[config.mk]
export PLATFORM = sky130hd
export DESIGN_NAME = cmd_proc
export DESIGN_NICKNAME = d
export VERILOG_FILES = /design/src/source/cmd_proc_pkg.sv /design/src/source/fifo.sv /design/src/source/cmd_decode.sv /design/src/source/alu_execute.sv /design/src/source/result_stage.sv /design/src/source/cmd_proc.sv
export SDC_FILE = /design/constraint.sdc
export NUM_CORES = 1
export LEC_CHECK = 0
export ABC_CLOCK_PERIOD_IN_PS = 6400
export BUFFER_PORTS_ARGS = -buffer_cell sky130_fd_sc_hd__buf_2
export CAP_MARGIN = 20
export CORE_MARGIN = 4
export CORE_UTILIZATION = 50
export DETAILED_ROUTE_END_ITERATION = 8
export GPL_TIMING_DRIVEN = 0
export PLACE_DENSITY = 0.67
export SETUP_SLACK_MARGIN = 0.4
export SKIP_LAST_GASP = 1
export SLEW_MARGIN = 20
export SYNTH_ARGS = -nofsm -noshare
export SYNTH_HDL_FRONTEND = slang
export SYNTH_SLANG_ARGS = --single-unit
[constraint.sdc]
create_clock -name clk -period 6.4 [get_ports clk]
set_clock_uncertainty 0.1 [all_clocks]
set_input_delay 0.64 -clock clk [delete_from_list [all_inputs] [get_ports clk]]
set_output_delay 0.64 -clock clk [all_outputs]
set_load 0.02 [all_outputs]
[src/source/cmd_proc_pkg.sv]
package cmd_proc_pkg;

  // Word widths
  localparam int CMD_W = 20;
  localparam int OPD_W = 8;
  localparam int OPC_W = 4;
  localparam int DEC_W = 20;
  localparam int RES_W = 11;

  // Buffer depths, powers of two
  localparam int OP_FIFO_DEPTH  = 4;
  localparam int RES_FIFO_DEPTH = 8;

  // Host command word fields
  localparam int OPC_MSB = 19;
  localparam int OPC_LSB = 16;
  localparam int OPA_MSB = 15;
  localparam int OPA_LSB = 8;
  localparam int OPB_MSB = 7;
  localparam int OPB_LSB = 0;

  // Decoded entry, operands sit where they sit in the command word
  localparam int DEC_OP_MSB  = 19;
  localparam int DEC_OP_LSB  = 17;
  localparam int DEC_ERR_BIT = 16;

  // Result word fields
  localparam int RES_ERR_BIT   = 10;
  localparam int RES_CARRY_BIT = 9;
  localparam int RES_ZERO_BIT  = 8;
  localparam int RES_DATA_MSB  = 7;
  localparam int RES_DATA_LSB  = 0;

  typedef enum logic [2:0] {
    OP_ADD = 3'd0,
    OP_SUB = 3'd1,
    OP_AND = 3'd2,
    OP_OR  = 3'd3,
    OP_XOR = 3'd4,
    OP_SHL = 3'd5,
    OP_SHR = 3'd6
  } alu_op_e;

  typedef enum logic [1:0] {
    DEC_IDLE = 2'd0,
    DEC_ACK  = 2'd1,
    DEC_DROP = 2'd2
  } dec_state_e;

  typedef enum logic [1:0] {
    RES_IDLE = 2'd0,
    RES_REQ  = 2'd1,
    RES_DROP = 2'd2
  } res_state_e;

endpackage

[src/source/fifo.sv]
`timescale 1ns/1ps

module fifo #(
  parameter int DATA_WIDTH = 32,
  parameter int FIFO_DEPTH = 4
) (
  input  logic                  clk,
  input  logic                  rst_n,

  input  logic [DATA_WIDTH-1:0] data_i,
  output logic [DATA_WIDTH-1:0] data_o,

  input  logic                  wr_valid_i,
  input  logic                  rd_valid_i,

  output logic                  empty_o,
  output logic                  full_o
);

  localparam int ADDR_W = $clog2(FIFO_DEPTH);

  logic [DATA_WIDTH-1:0] mem [FIFO_DEPTH];

  // Pointers carry one extra wrap bit above the address
  logic [ADDR_W:0]   wr_ptr;
  logic [ADDR_W:0]   rd_ptr;
  logic [ADDR_W-1:0] wr_addr;
  logic [ADDR_W-1:0] rd_addr;
  logic              wr_en;
  logic              rd_en;

  assign wr_addr = wr_ptr[ADDR_W-1:0];
  assign rd_addr = rd_ptr[ADDR_W-1:0];

  // Same address, same lap means empty; same address, other lap means full
  assign empty_o = (wr_ptr == rd_ptr);
  assign full_o  = (wr_addr == rd_addr) && (wr_ptr[ADDR_W] != rd_ptr[ADDR_W]);

  assign wr_en = wr_valid_i && !full_o;
  assign rd_en = rd_valid_i && !empty_o;

  // Head entry shown without a register stage
  assign data_o = mem[rd_addr];

  always_ff @(posedge clk) begin
    if (wr_en) begin
      mem[wr_addr] <= data_i;
    end
  end

  always_ff @(posedge clk) begin
    if (!rst_n) begin
      wr_ptr <= '0;
    end else if (wr_en) begin
      wr_ptr <= wr_ptr + 1'b1;
    end
  end

  always_ff @(posedge clk) begin
    if (!rst_n) begin
      rd_ptr <= '0;
    end else if (rd_en) begin
      rd_ptr <= rd_ptr + 1'b1;
    end
  end

endmodule

[src/source/cmd_decode.sv]
`timescale 1ns/1ps

module cmd_decode
  import cmd_proc_pkg::*;
(
  input  logic             clk,
  input  logic             rst_n,

  // Host side, four-phase
  input  logic             in_req_i,
  input  logic [CMD_W-1:0] in_cmd_i,
  output logic             in_ack_o,

  // Decoded operation FIFO
  output logic             op_wr_valid_o,
  output logic [DEC_W-1:0] op_data_o,
  input  logic             op_full_i
);

  dec_state_e state;
  logic       ack_q;
  logic [OPC_W-1:0] opcode;
  logic [OPD_W-1:0] opd_a;
  logic [OPD_W-1:0] opd_b;
  alu_op_e          op;
  logic             err;

  assign opcode = in_cmd_i[OPC_MSB:OPC_LSB];
  assign opd_a  = in_cmd_i[OPA_MSB:OPA_LSB];
  assign opd_b  = in_cmd_i[OPB_MSB:OPB_LSB];

  // Opcode check, 7 to 15 travel on with the error bit set
  always_comb begin
    err = 1'b0;
    case (opcode)
      4'd0:    op = OP_ADD;
      4'd1:    op = OP_SUB;
      4'd2:    op = OP_AND;
      4'd3:    op = OP_OR;
      4'd4:    op = OP_XOR;
      4'd5:    op = OP_SHL;
      4'd6:    op = OP_SHR;
      default: begin
        op  = OP_ADD;
        err = 1'b1;
      end
    endcase
  end

  always_comb begin
    op_data_o = '0;
    op_data_o[DEC_OP_MSB:DEC_OP_LSB] = op;
    op_data_o[DEC_ERR_BIT]           = err;
    op_data_o[OPA_MSB:OPA_LSB]       = opd_a;
    op_data_o[OPB_MSB:OPB_LSB]       = opd_b;
  end

  // Word taken on the same edge that raises the ack
  assign op_wr_valid_o = (state == DEC_IDLE) && in_req_i && !op_full_i;

  always_ff @(posedge clk) begin
    if (!rst_n) begin
      state <= DEC_IDLE;
      ack_q <= 1'b0;
    end else begin
      case (state)
        DEC_IDLE: begin
          // Full FIFO holds the ack back
          if (op_wr_valid_o) begin
            ack_q <= 1'b1;
            state <= DEC_ACK;
          end
        end
        DEC_ACK: begin
          if (!in_req_i) begin
            ack_q <= 1'b0;
            state <= DEC_DROP;
          end
        end
        // Ack is low again, one cycle before the next word
        DEC_DROP: state <= DEC_IDLE;
        default:  state <= DEC_IDLE;
      endcase
    end
  end

  assign in_ack_o = ack_q;

endmodule

[src/source/alu_execute.sv]
`timescale 1ns/1ps

module alu_execute
  import cmd_proc_pkg::*;
(
  // Decoded operation FIFO
  input  logic [DEC_W-1:0] op_data_i,
  input  logic             op_empty_i,
  output logic             op_rd_valid_o,

  // Result FIFO
  output logic             res_wr_valid_o,
  output logic [RES_W-1:0] res_data_o,
  input  logic             res_full_i
);

  alu_op_e          op;
  logic             err;
  logic [OPD_W-1:0] opd_a;
  logic [OPD_W-1:0] opd_b;
  logic [OPD_W:0]   sum;
  logic [OPD_W-1:0] data;
  logic             carry;

  assign op    = alu_op_e'(op_data_i[DEC_OP_MSB:DEC_OP_LSB]);
  assign err   = op_data_i[DEC_ERR_BIT];
  assign opd_a = op_data_i[OPA_MSB:OPA_LSB];
  assign opd_b = op_data_i[OPB_MSB:OPB_LSB];

  // Pop and push together when both sides allow it
  assign op_rd_valid_o  = !op_empty_i && !res_full_i;
  assign res_wr_valid_o = op_rd_valid_o;

  assign sum = {1'b0, opd_a} + {1'b0, opd_b};

  always_comb begin
    carry = 1'b0;
    case (op)
      OP_ADD: begin
        data  = sum[OPD_W-1:0];
        carry = sum[OPD_W];
      end
      OP_SUB: begin
        data  = opd_a - opd_b;
        carry = (opd_a < opd_b);
      end
      OP_AND:  data = opd_a & opd_b;
      OP_OR:   data = opd_a | opd_b;
      OP_XOR:  data = opd_a ^ opd_b;
      OP_SHL:  data = opd_a << opd_b[2:0];
      OP_SHR:  data = opd_a >> opd_b[2:0];
      default: data = '0;
    endcase
  end

  always_comb begin
    res_data_o = '0;
    if (err) begin
      // Error result carries no data and no flags
      res_data_o[RES_ERR_BIT] = 1'b1;
    end else begin
      res_data_o[RES_CARRY_BIT]              = carry;
      res_data_o[RES_ZERO_BIT]               = (data == '0);
      res_data_o[RES_DATA_MSB:RES_DATA_LSB]  = data;
    end
  end

endmodule

[src/source/result_stage.sv]
`timescale 1ns/1ps

module result_stage
  import cmd_proc_pkg::*;
(
  input  logic             clk,
  input  logic             rst_n,

  // From the execute stage
  input  logic             res_wr_valid_i,
  input  logic [RES_W-1:0] res_data_i,
  output logic             res_full_o,

  // Consumer side, four-phase
  output logic             out_req_o,
  output logic [RES_W-1:0] out_res_o,
  input  logic             out_ack_i
);

  res_state_e       state;
  logic             req_q;
  logic [RES_W-1:0] res_q;
  logic [RES_W-1:0] head;
  logic             empty;
  logic             pop;

  fifo #(
    .DATA_WIDTH (RES_W),
    .FIFO_DEPTH (RES_FIFO_DEPTH)
  ) res_fifo_inst (
    .clk        (clk),
    .rst_n      (rst_n),
    .data_i     (res_data_i),
    .data_o     (head),
    .wr_valid_i (res_wr_valid_i),
    .rd_valid_i (pop),
    .empty_o    (empty),
    .full_o     (res_full_o)
  );

  // One result in flight at a time
  assign pop = (state == RES_IDLE) && !empty;

  // Output register, loaded only on a pop
  always_ff @(posedge clk) begin
    if (pop) begin
      res_q <= head;
    end
  end

  always_ff @(posedge clk) begin
    if (!rst_n) begin
      state <= RES_IDLE;
      req_q <= 1'b0;
    end else begin
      case (state)
        RES_IDLE: begin
          if (pop) begin
            req_q <= 1'b1;
            state <= RES_REQ;
          end
        end
        RES_REQ: begin
          // Hold req and data until the consumer acks
          if (out_ack_i) begin
            req_q <= 1'b0;
            state <= RES_DROP;
          end
        end
        RES_DROP: begin
          if (!out_ack_i) begin
            state <= RES_IDLE;
          end
        end
        default: state <= RES_IDLE;
      endcase
    end
  end

  assign out_req_o = req_q;
  assign out_res_o = res_q;

endmodule

[src/source/cmd_proc.sv]
`timescale 1ns/1ps

module cmd_proc
  import cmd_proc_pkg::*;
(
  input  logic             clk,
  input  logic             rst_n,

  // Host command handshake
  input  logic             in_req_i,
  input  logic [CMD_W-1:0] in_cmd_i,
  output logic             in_ack_o,

  // Consumer result handshake
  output logic             out_req_o,
  output logic [RES_W-1:0] out_res_o,
  input  logic             out_ack_i
);

  // Decode to operation FIFO
  logic             op_wr_valid;
  logic [DEC_W-1:0] op_wr_data;
  logic             op_full;

  // Operation FIFO to execute
  logic [DEC_W-1:0] op_rd_data;
  logic             op_empty;
  logic             op_rd_valid;

  // Execute to result stage
  logic             res_wr_valid;
  logic [RES_W-1:0] res_wr_data;
  logic             res_full;

  cmd_decode cmd_decode_inst (
    .clk           (clk),
    .rst_n         (rst_n),
    .in_req_i      (in_req_i),
    .in_cmd_i      (in_cmd_i),
    .in_ack_o      (in_ack_o),
    .op_wr_valid_o (op_wr_valid),
    .op_data_o     (op_wr_data),
    .op_full_i     (op_full)
  );

  fifo #(
    .DATA_WIDTH (DEC_W),
    .FIFO_DEPTH (OP_FIFO_DEPTH)
  ) op_fifo_inst (
    .clk        (clk),
    .rst_n      (rst_n),
    .data_i     (op_wr_data),
    .data_o     (op_rd_data),
    .wr_valid_i (op_wr_valid),
    .rd_valid_i (op_rd_valid),
    .empty_o    (op_empty),
    .full_o     (op_full)
  );

  alu_execute alu_execute_inst (
    .op_data_i      (op_rd_data),
    .op_empty_i     (op_empty),
    .op_rd_valid_o  (op_rd_valid),
    .res_wr_valid_o (res_wr_valid),
    .res_data_o     (res_wr_data),
    .res_full_i     (res_full)
  );

  result_stage result_stage_inst (
    .clk            (clk),
    .rst_n          (rst_n),
    .res_wr_valid_i (res_wr_valid),
    .res_data_i     (res_wr_data),
    .res_full_o     (res_full),
    .out_req_o      (out_req_o),
    .out_res_o      (out_res_o),
    .out_ack_i      (out_ack_i)
  );

endmodule

Word-level counts from Yosys, hierarchy flattened --
Memory sizes are Yosys's and may differ from the RTL's. A register that Yosys moved wholly into a read port is not among the register bits. Cells that the tools add are included.
Cells by class: $add $sub $neg 6, reduce and logical (&&, ||, !) cells 26, shifts and indexed selects 2, equality and inequality tests 26, bitwise operators 3, $lt $le $gt $ge 1, mux-type cells 25
Operators by type and width (count):
- 8-bit case mux with 7 select lines | 1
- 3-bit case mux with 6 select lines | 1
- 2-bit two-way mux | 7
- 4-bit by 3-bit == test with 1-bit output (second input constant) | 3
- 1-bit logical AND | 10
- 1-bit two-way mux | 10
- 10-bit two-way mux | 1
- 8-bit by 8-bit adder with 9-bit output | 1
- 3-bit == test (second input constant) | 3
- 3-bit AND reduction | 3
- 4-bit by 1-bit adder with 4-bit output (second input constant) | 2
- 8-bit AND | 1
- 4-bit by 2-bit == test with 1-bit output (second input constant) | 2
- 8-bit logical NOT | 1
- 8-bit less-than comparator | 1
- 2-bit inequality test (second input constant) | 4
- 8-bit bitwise OR | 1
- 8-bit by 3-bit << shifter with 8-bit output | 1
- 8-bit by 3-bit >> shifter with 8-bit output | 1
- 8-bit subtractor | 1
- 8-bit XOR | 1
- 7-bit OR reduction | 1
- 3-bit by 1-bit adder with 3-bit output (second input constant) | 2
- 3-bit by 2-bit == test with 1-bit output (second input constant) | 2
- other kinds (18) | 28
Storage, ports and cells: memory bits (writable) 168, output and inout port bits 13, memories kept 2, register bits after elaboration 20, word-level logic and storage cells 99, input port bits 24
Memory list:
- result_stage_inst.res_fifo_inst.mem | words 8, bits a word 11, rd ports 1, clocked after Yosys merged registers in 1, write ports 1, RTL line fifo.sv:22 | logic [DATA_WIDTH-1:0] mem [FIFO_DEPTH];
- op_fifo_inst.mem | words 4, bits a word 20, rd ports 1, clocked after Yosys merged registers in 1, write ports 1, RTL line fifo.sv:22

Logic depth before layout (Yosys ltp) --
depth after elaboration 7, mapped depth 14, mapped depth without buffers 12

Hierarchy --
A second synthesis with hierarchy kept.
Second synthesis, totals: cells, all modules 665, area, all modules 10045.9 um^2
Modules (own cells, without submodules):
- fifo at result_stage_inst.res_fifo_inst | seq. area each 2862.7 um^2, cells each 209, instances 1, area each 4107.7 um^2
- fifo at op_fifo_inst | seq. area each 2562.5 um^2, cells each 172, instances 1, area each 3444.6 um^2
- alu_execute | seq. area each 0.0 um^2, cells each 225, instances 1, area each 1725.4 um^2
- result_stage | seq. area each 390.4 um^2, cells each 23, instances 1, area each 466.7 um^2
- cmd_decode | seq. area each 60.1 um^2, cells each 36, instances 1, area each 301.5 um^2

Worst setup path after synthesis --
No wires, ideal clock.
path kind register to register, from register (tool-made name), to memory result_stage_inst.res_fifo_inst.mem[0][8] (netlist name), data pin, stages on the path, launching flop included 15, data arrival time 3.754 ns, library setup time 0.254 ns, period minus slack after synthesis 4.108 ns, path slack 2.292 ns, path buffers 2, required time 6.046 ns, path through dfxtp_1 > buf_6 > buf_6 > mux4_2 > inv_1 > ha_1 > inv_1 > fa_1 > nor3b_1 > or3_1 > a221o_1 > and3_1 > o31ai_1 > nand4_1 > nor4_2
RTL lines (RTL line):
- to (decl) | fifo.sv:22

==> flow_summary.json <==
{
  "syn_nets": 666,
  "synth-async-reset-ratio": 0,
  "grt_pass1_vias": 5664,
  "p_leak_nw": 3.80,
  "ant_nets": 0,
  "dieArea_um2": 21000,
  "required_ns": 6.50,
  "synth_cell_types": 69,
  "cts.sinks": 201,
  "min_from": "in_cmd_i[15]",
  "first_pass_iters": 6,
  "avgViaCountPerCell": 5.94,
  "worst_ep_arrival_time_ns": 5.38,
  "yosys.area.top_type": "edfxtp_1",
  "clk_latency_ns": 0.49,
  "synth_top_area_frac": 0.574,
  "final_core_util": 0.586,
  "initial_core_util": 0.514,
  "drv_slew": 0,
  "syn_inst": 608,
  "pin_count": 37,
  "outcome": "finished clean",
  "syn_area_um2": 9360,
  "start_kind": "flop",
  "vdd_drop_max_mv": 0.269,
  "rows": 49,
  "r2r_cells": 14,
  "die_h_um": 145,
  "drt_iter0_markers": 449,
  "grt_max_degree": 22,
  "cts_tree": "done",
  "clk_pin_slew_ns": 0.07,
  "fin_nets": 732,
  "dp_hpwl_um": 13300,
  "rsz0062_at_grt": "no",
  "synthFlopType": "edfxtp_1",
  "max_slew_margin": 0.289,
  "critPathMaxFanout": 10,
  "worst_slew_pin_slew_ns": 1.07,
  "synth_common_cells": "edfxtp_1, mux4_2, nor2_1",
  "p_per_area_nw_per_um2": 525,
  "synth.most_common_cell": "edfxtp_1",
  "grt_pass1_wl_um": 31000,
  "cts_setup_buffers": 0,
  "grt_use_total": 0.193,
  "vias": 5454,
  "design_area_um2": 10700,
  "antenna_found_initial": 0,
  "worstReg2RegEnd": "result_stage_inst.res_fifo_inst.mem[2][8]$_DFFE_PP_",
  "hold_viol_final": 0,
  "cts_root_buf": "clkbuf_16",
  "end_kind": "flop",
  "fin_crit_sh": 0.825,
  "detail_route.wl_per_cell_um": 21.1,
  "drive_gt1_frac": 0.242,
  "ys_ff_latch": 201,
  "core_um2": 18200,
  "drc": 0,
  "seq_area_frac_synth": 0.621,
  "num_antenna_cells": 0,
  "syn_to_final_growth_pct": 14.0,
  "crit_type": "flop to flop",
  "place.gp.congestion": 0.924,
  "numCtsBuffers": 22,
  "drv_cap": 0,
  "min_period_ns": 5.28,
  "ys_top_cells_by_area": "edfxtp_1, mux4_2, dfxtp_1",
  "avgSynthCellArea_um2": 15.4,
  "placed_cell_area_um2": 9930,
  "setup_tns_ns": 0,
  "yosys_warnings": 0,
  "synth_edf_count": 179,
  "whs_path_depth": 1,
  "die_x_um": 145,
  "reg2reg_setup_slack_ns": 1.12,
  "setup-violations-final": 0,
  "max_clock_freq_mhz": 189,
  "hold_path_class": "input port to flop",
  "min_to": "op_fifo_inst.mem[0][15]$_DFFE_PP_",
  "h-tree-depth": 1,
  "io_buffers": 36,
  "wirelength_um": 19300,
  "total_power_mw": 5.61,
  "hold_buffers": 0,
  "cts-resized-gates": 0,
  "cts_buffer_depth": 3,
  "grt_overflow": 0
}
per-layer routing:
layer	vias to the layer above	GRT usage	share of wire
met5	-	0	0
met4	0	0.0525	0.019
met3	36	0.0361	0.060
met2	190	0.305	0.48
met1	2740	0.277	0.45
li1	2488	-	-
worst max-delay path, stage by stage (launching register included):
cell and delay, ns:
dfxtp_1 0.35, buf_2 0.28, buf_1 0.52, mux4_2 0.50
inv_1 0.12, ha_1 0.23, inv_1 0.07, fa_1 0.41
nor3b_1 0.17, or3_1 0.39, a221o_1 0.39, and3_1 0.19
o31ai_1 0.31, nand4_1 0.25, nor4_2 0.68
final cells by class:
cell class	instances	area (um2)
well taps	229	287
inverters	35	131
fillers	1354	7530
multi-input cells	344	3310
repair buffers	42	248
flip-flops and latches	201	5820
plain buffers	28	155
clock buffers	24	579
clock inverters	15	156
worst max-delay path by stage:
stage | to | slack, ns | cells after the start | from
5_1_grt | result_stage_inst.res_fifo_inst.mem[5][8]$_DFFE_PP_ | 0.93 | 14 | flop
4_1_cts | result_stage_inst.res_fifo_inst.mem[5][8]$_DFFE_PP_ | 1.12 | 14 | flop
3_5_place_dp | result_stage_inst.res_fifo_inst.mem[4][8]$_DFFE_PP_ | 1.13 | 14 | flop
6_report | result_stage_inst.res_fifo_inst.mem[2][8]$_DFFE_PP_ | 1.12 | 14 | flop
3_3_place_gp | result_stage_inst.res_fifo_inst.mem[4][8]$_DFFE_PP_ | 1.27 | 14 | flop
2_1_floorplan | result_stage_inst.res_fifo_inst.mem[0][8]$_DFFE_PP_ | 2.29 | 14 | flop
state kept, by name (all words and copies together), names as in the netlist, 2 cells and up, named ones only:
register / count
result_stage_inst.state: 2
result_stage_inst.res_fifo_inst.rd_ptr: 4
result_stage_inst.res_fifo_inst.mem: 88
op_fifo_inst.wr_ptr: 3
cmd_decode_inst.state: 2
op_fifo_inst.mem: 80
result_stage_inst.res_fifo_inst.wr_ptr: 4
op_fifo_inst.rd_ptr: 3
result_stage_inst.out_res_o: 11
kinds of logic (layout without fill, tap and decap cells):
family / count (synthesis) / count (layout) / share of synthesized area
and+or+nand+nor: 129 / 129 / 0.0728
adders and majority gates: 34 / 34 / 0.0470
muxes: 77 / 77 / 0.143
buffers and inverters: 63 / 144 / 0.0306
AOI/OAI and AO/OA: 84 / 84 / 0.0672
DFF: 201 / 201 / 0.621
xor gates and xnor gates: 20 / 20 / 0.0187
power breakdown:
part	internal [mW]	switching [mW]	leakage, nW
Combinational	0.978	1.49	1.61
Clock	0.775	0.495	0.361
Sequential	1.81	0.0582	1.83
Total	3.56	2.05	3.80
through the flow:
step / hold slack (ns) / instances / worst slack [ns]
global route: 0.248 / 918 / 0.928
finish: 0.262 / 918 / 1.12
detailed placement: 0.377 / 879 / 1.13
CTS: 0.245 / 918 / 1.12
floorplan: 0.373 / 608 / 2.29
global placement: 0.345 / 873 / 1.27
placed cells by master (no fill, tap or decap), types with 3 or more instances in the layout:
cell,n
bufinv_16,3
mux4_2,42
o211ai_1,9
nor2_1,37
a211oi_1,8
nand2_1,20
nor2b_1,12
and2_1,5
o21ai_0,5
dfxtp_1,22
inv_1,32
nand3_1,6
nand3b_1,4
nor3b_2,4
buf_2,43
mux2_2,15
nand2b_1,5
a21o_1,3
ha_1,32
o21bai_1,3
nor3_1,7
buf_1,4
nor4_1,3
and3_1,3
edfxtp_1,179
clkbuf_16,23
xor2_1,11
a21oi_1,19
clkbuf_1,13
o21a_1,5
buf_6,10
clkinv_2,4
a2bb2oi_1,5
mux2i_1,16
o31ai_1,5
nand4_1,4
clkinv_1,7
xnor2_1,9
No activity file was read; power rests on OpenSTA's default activity.
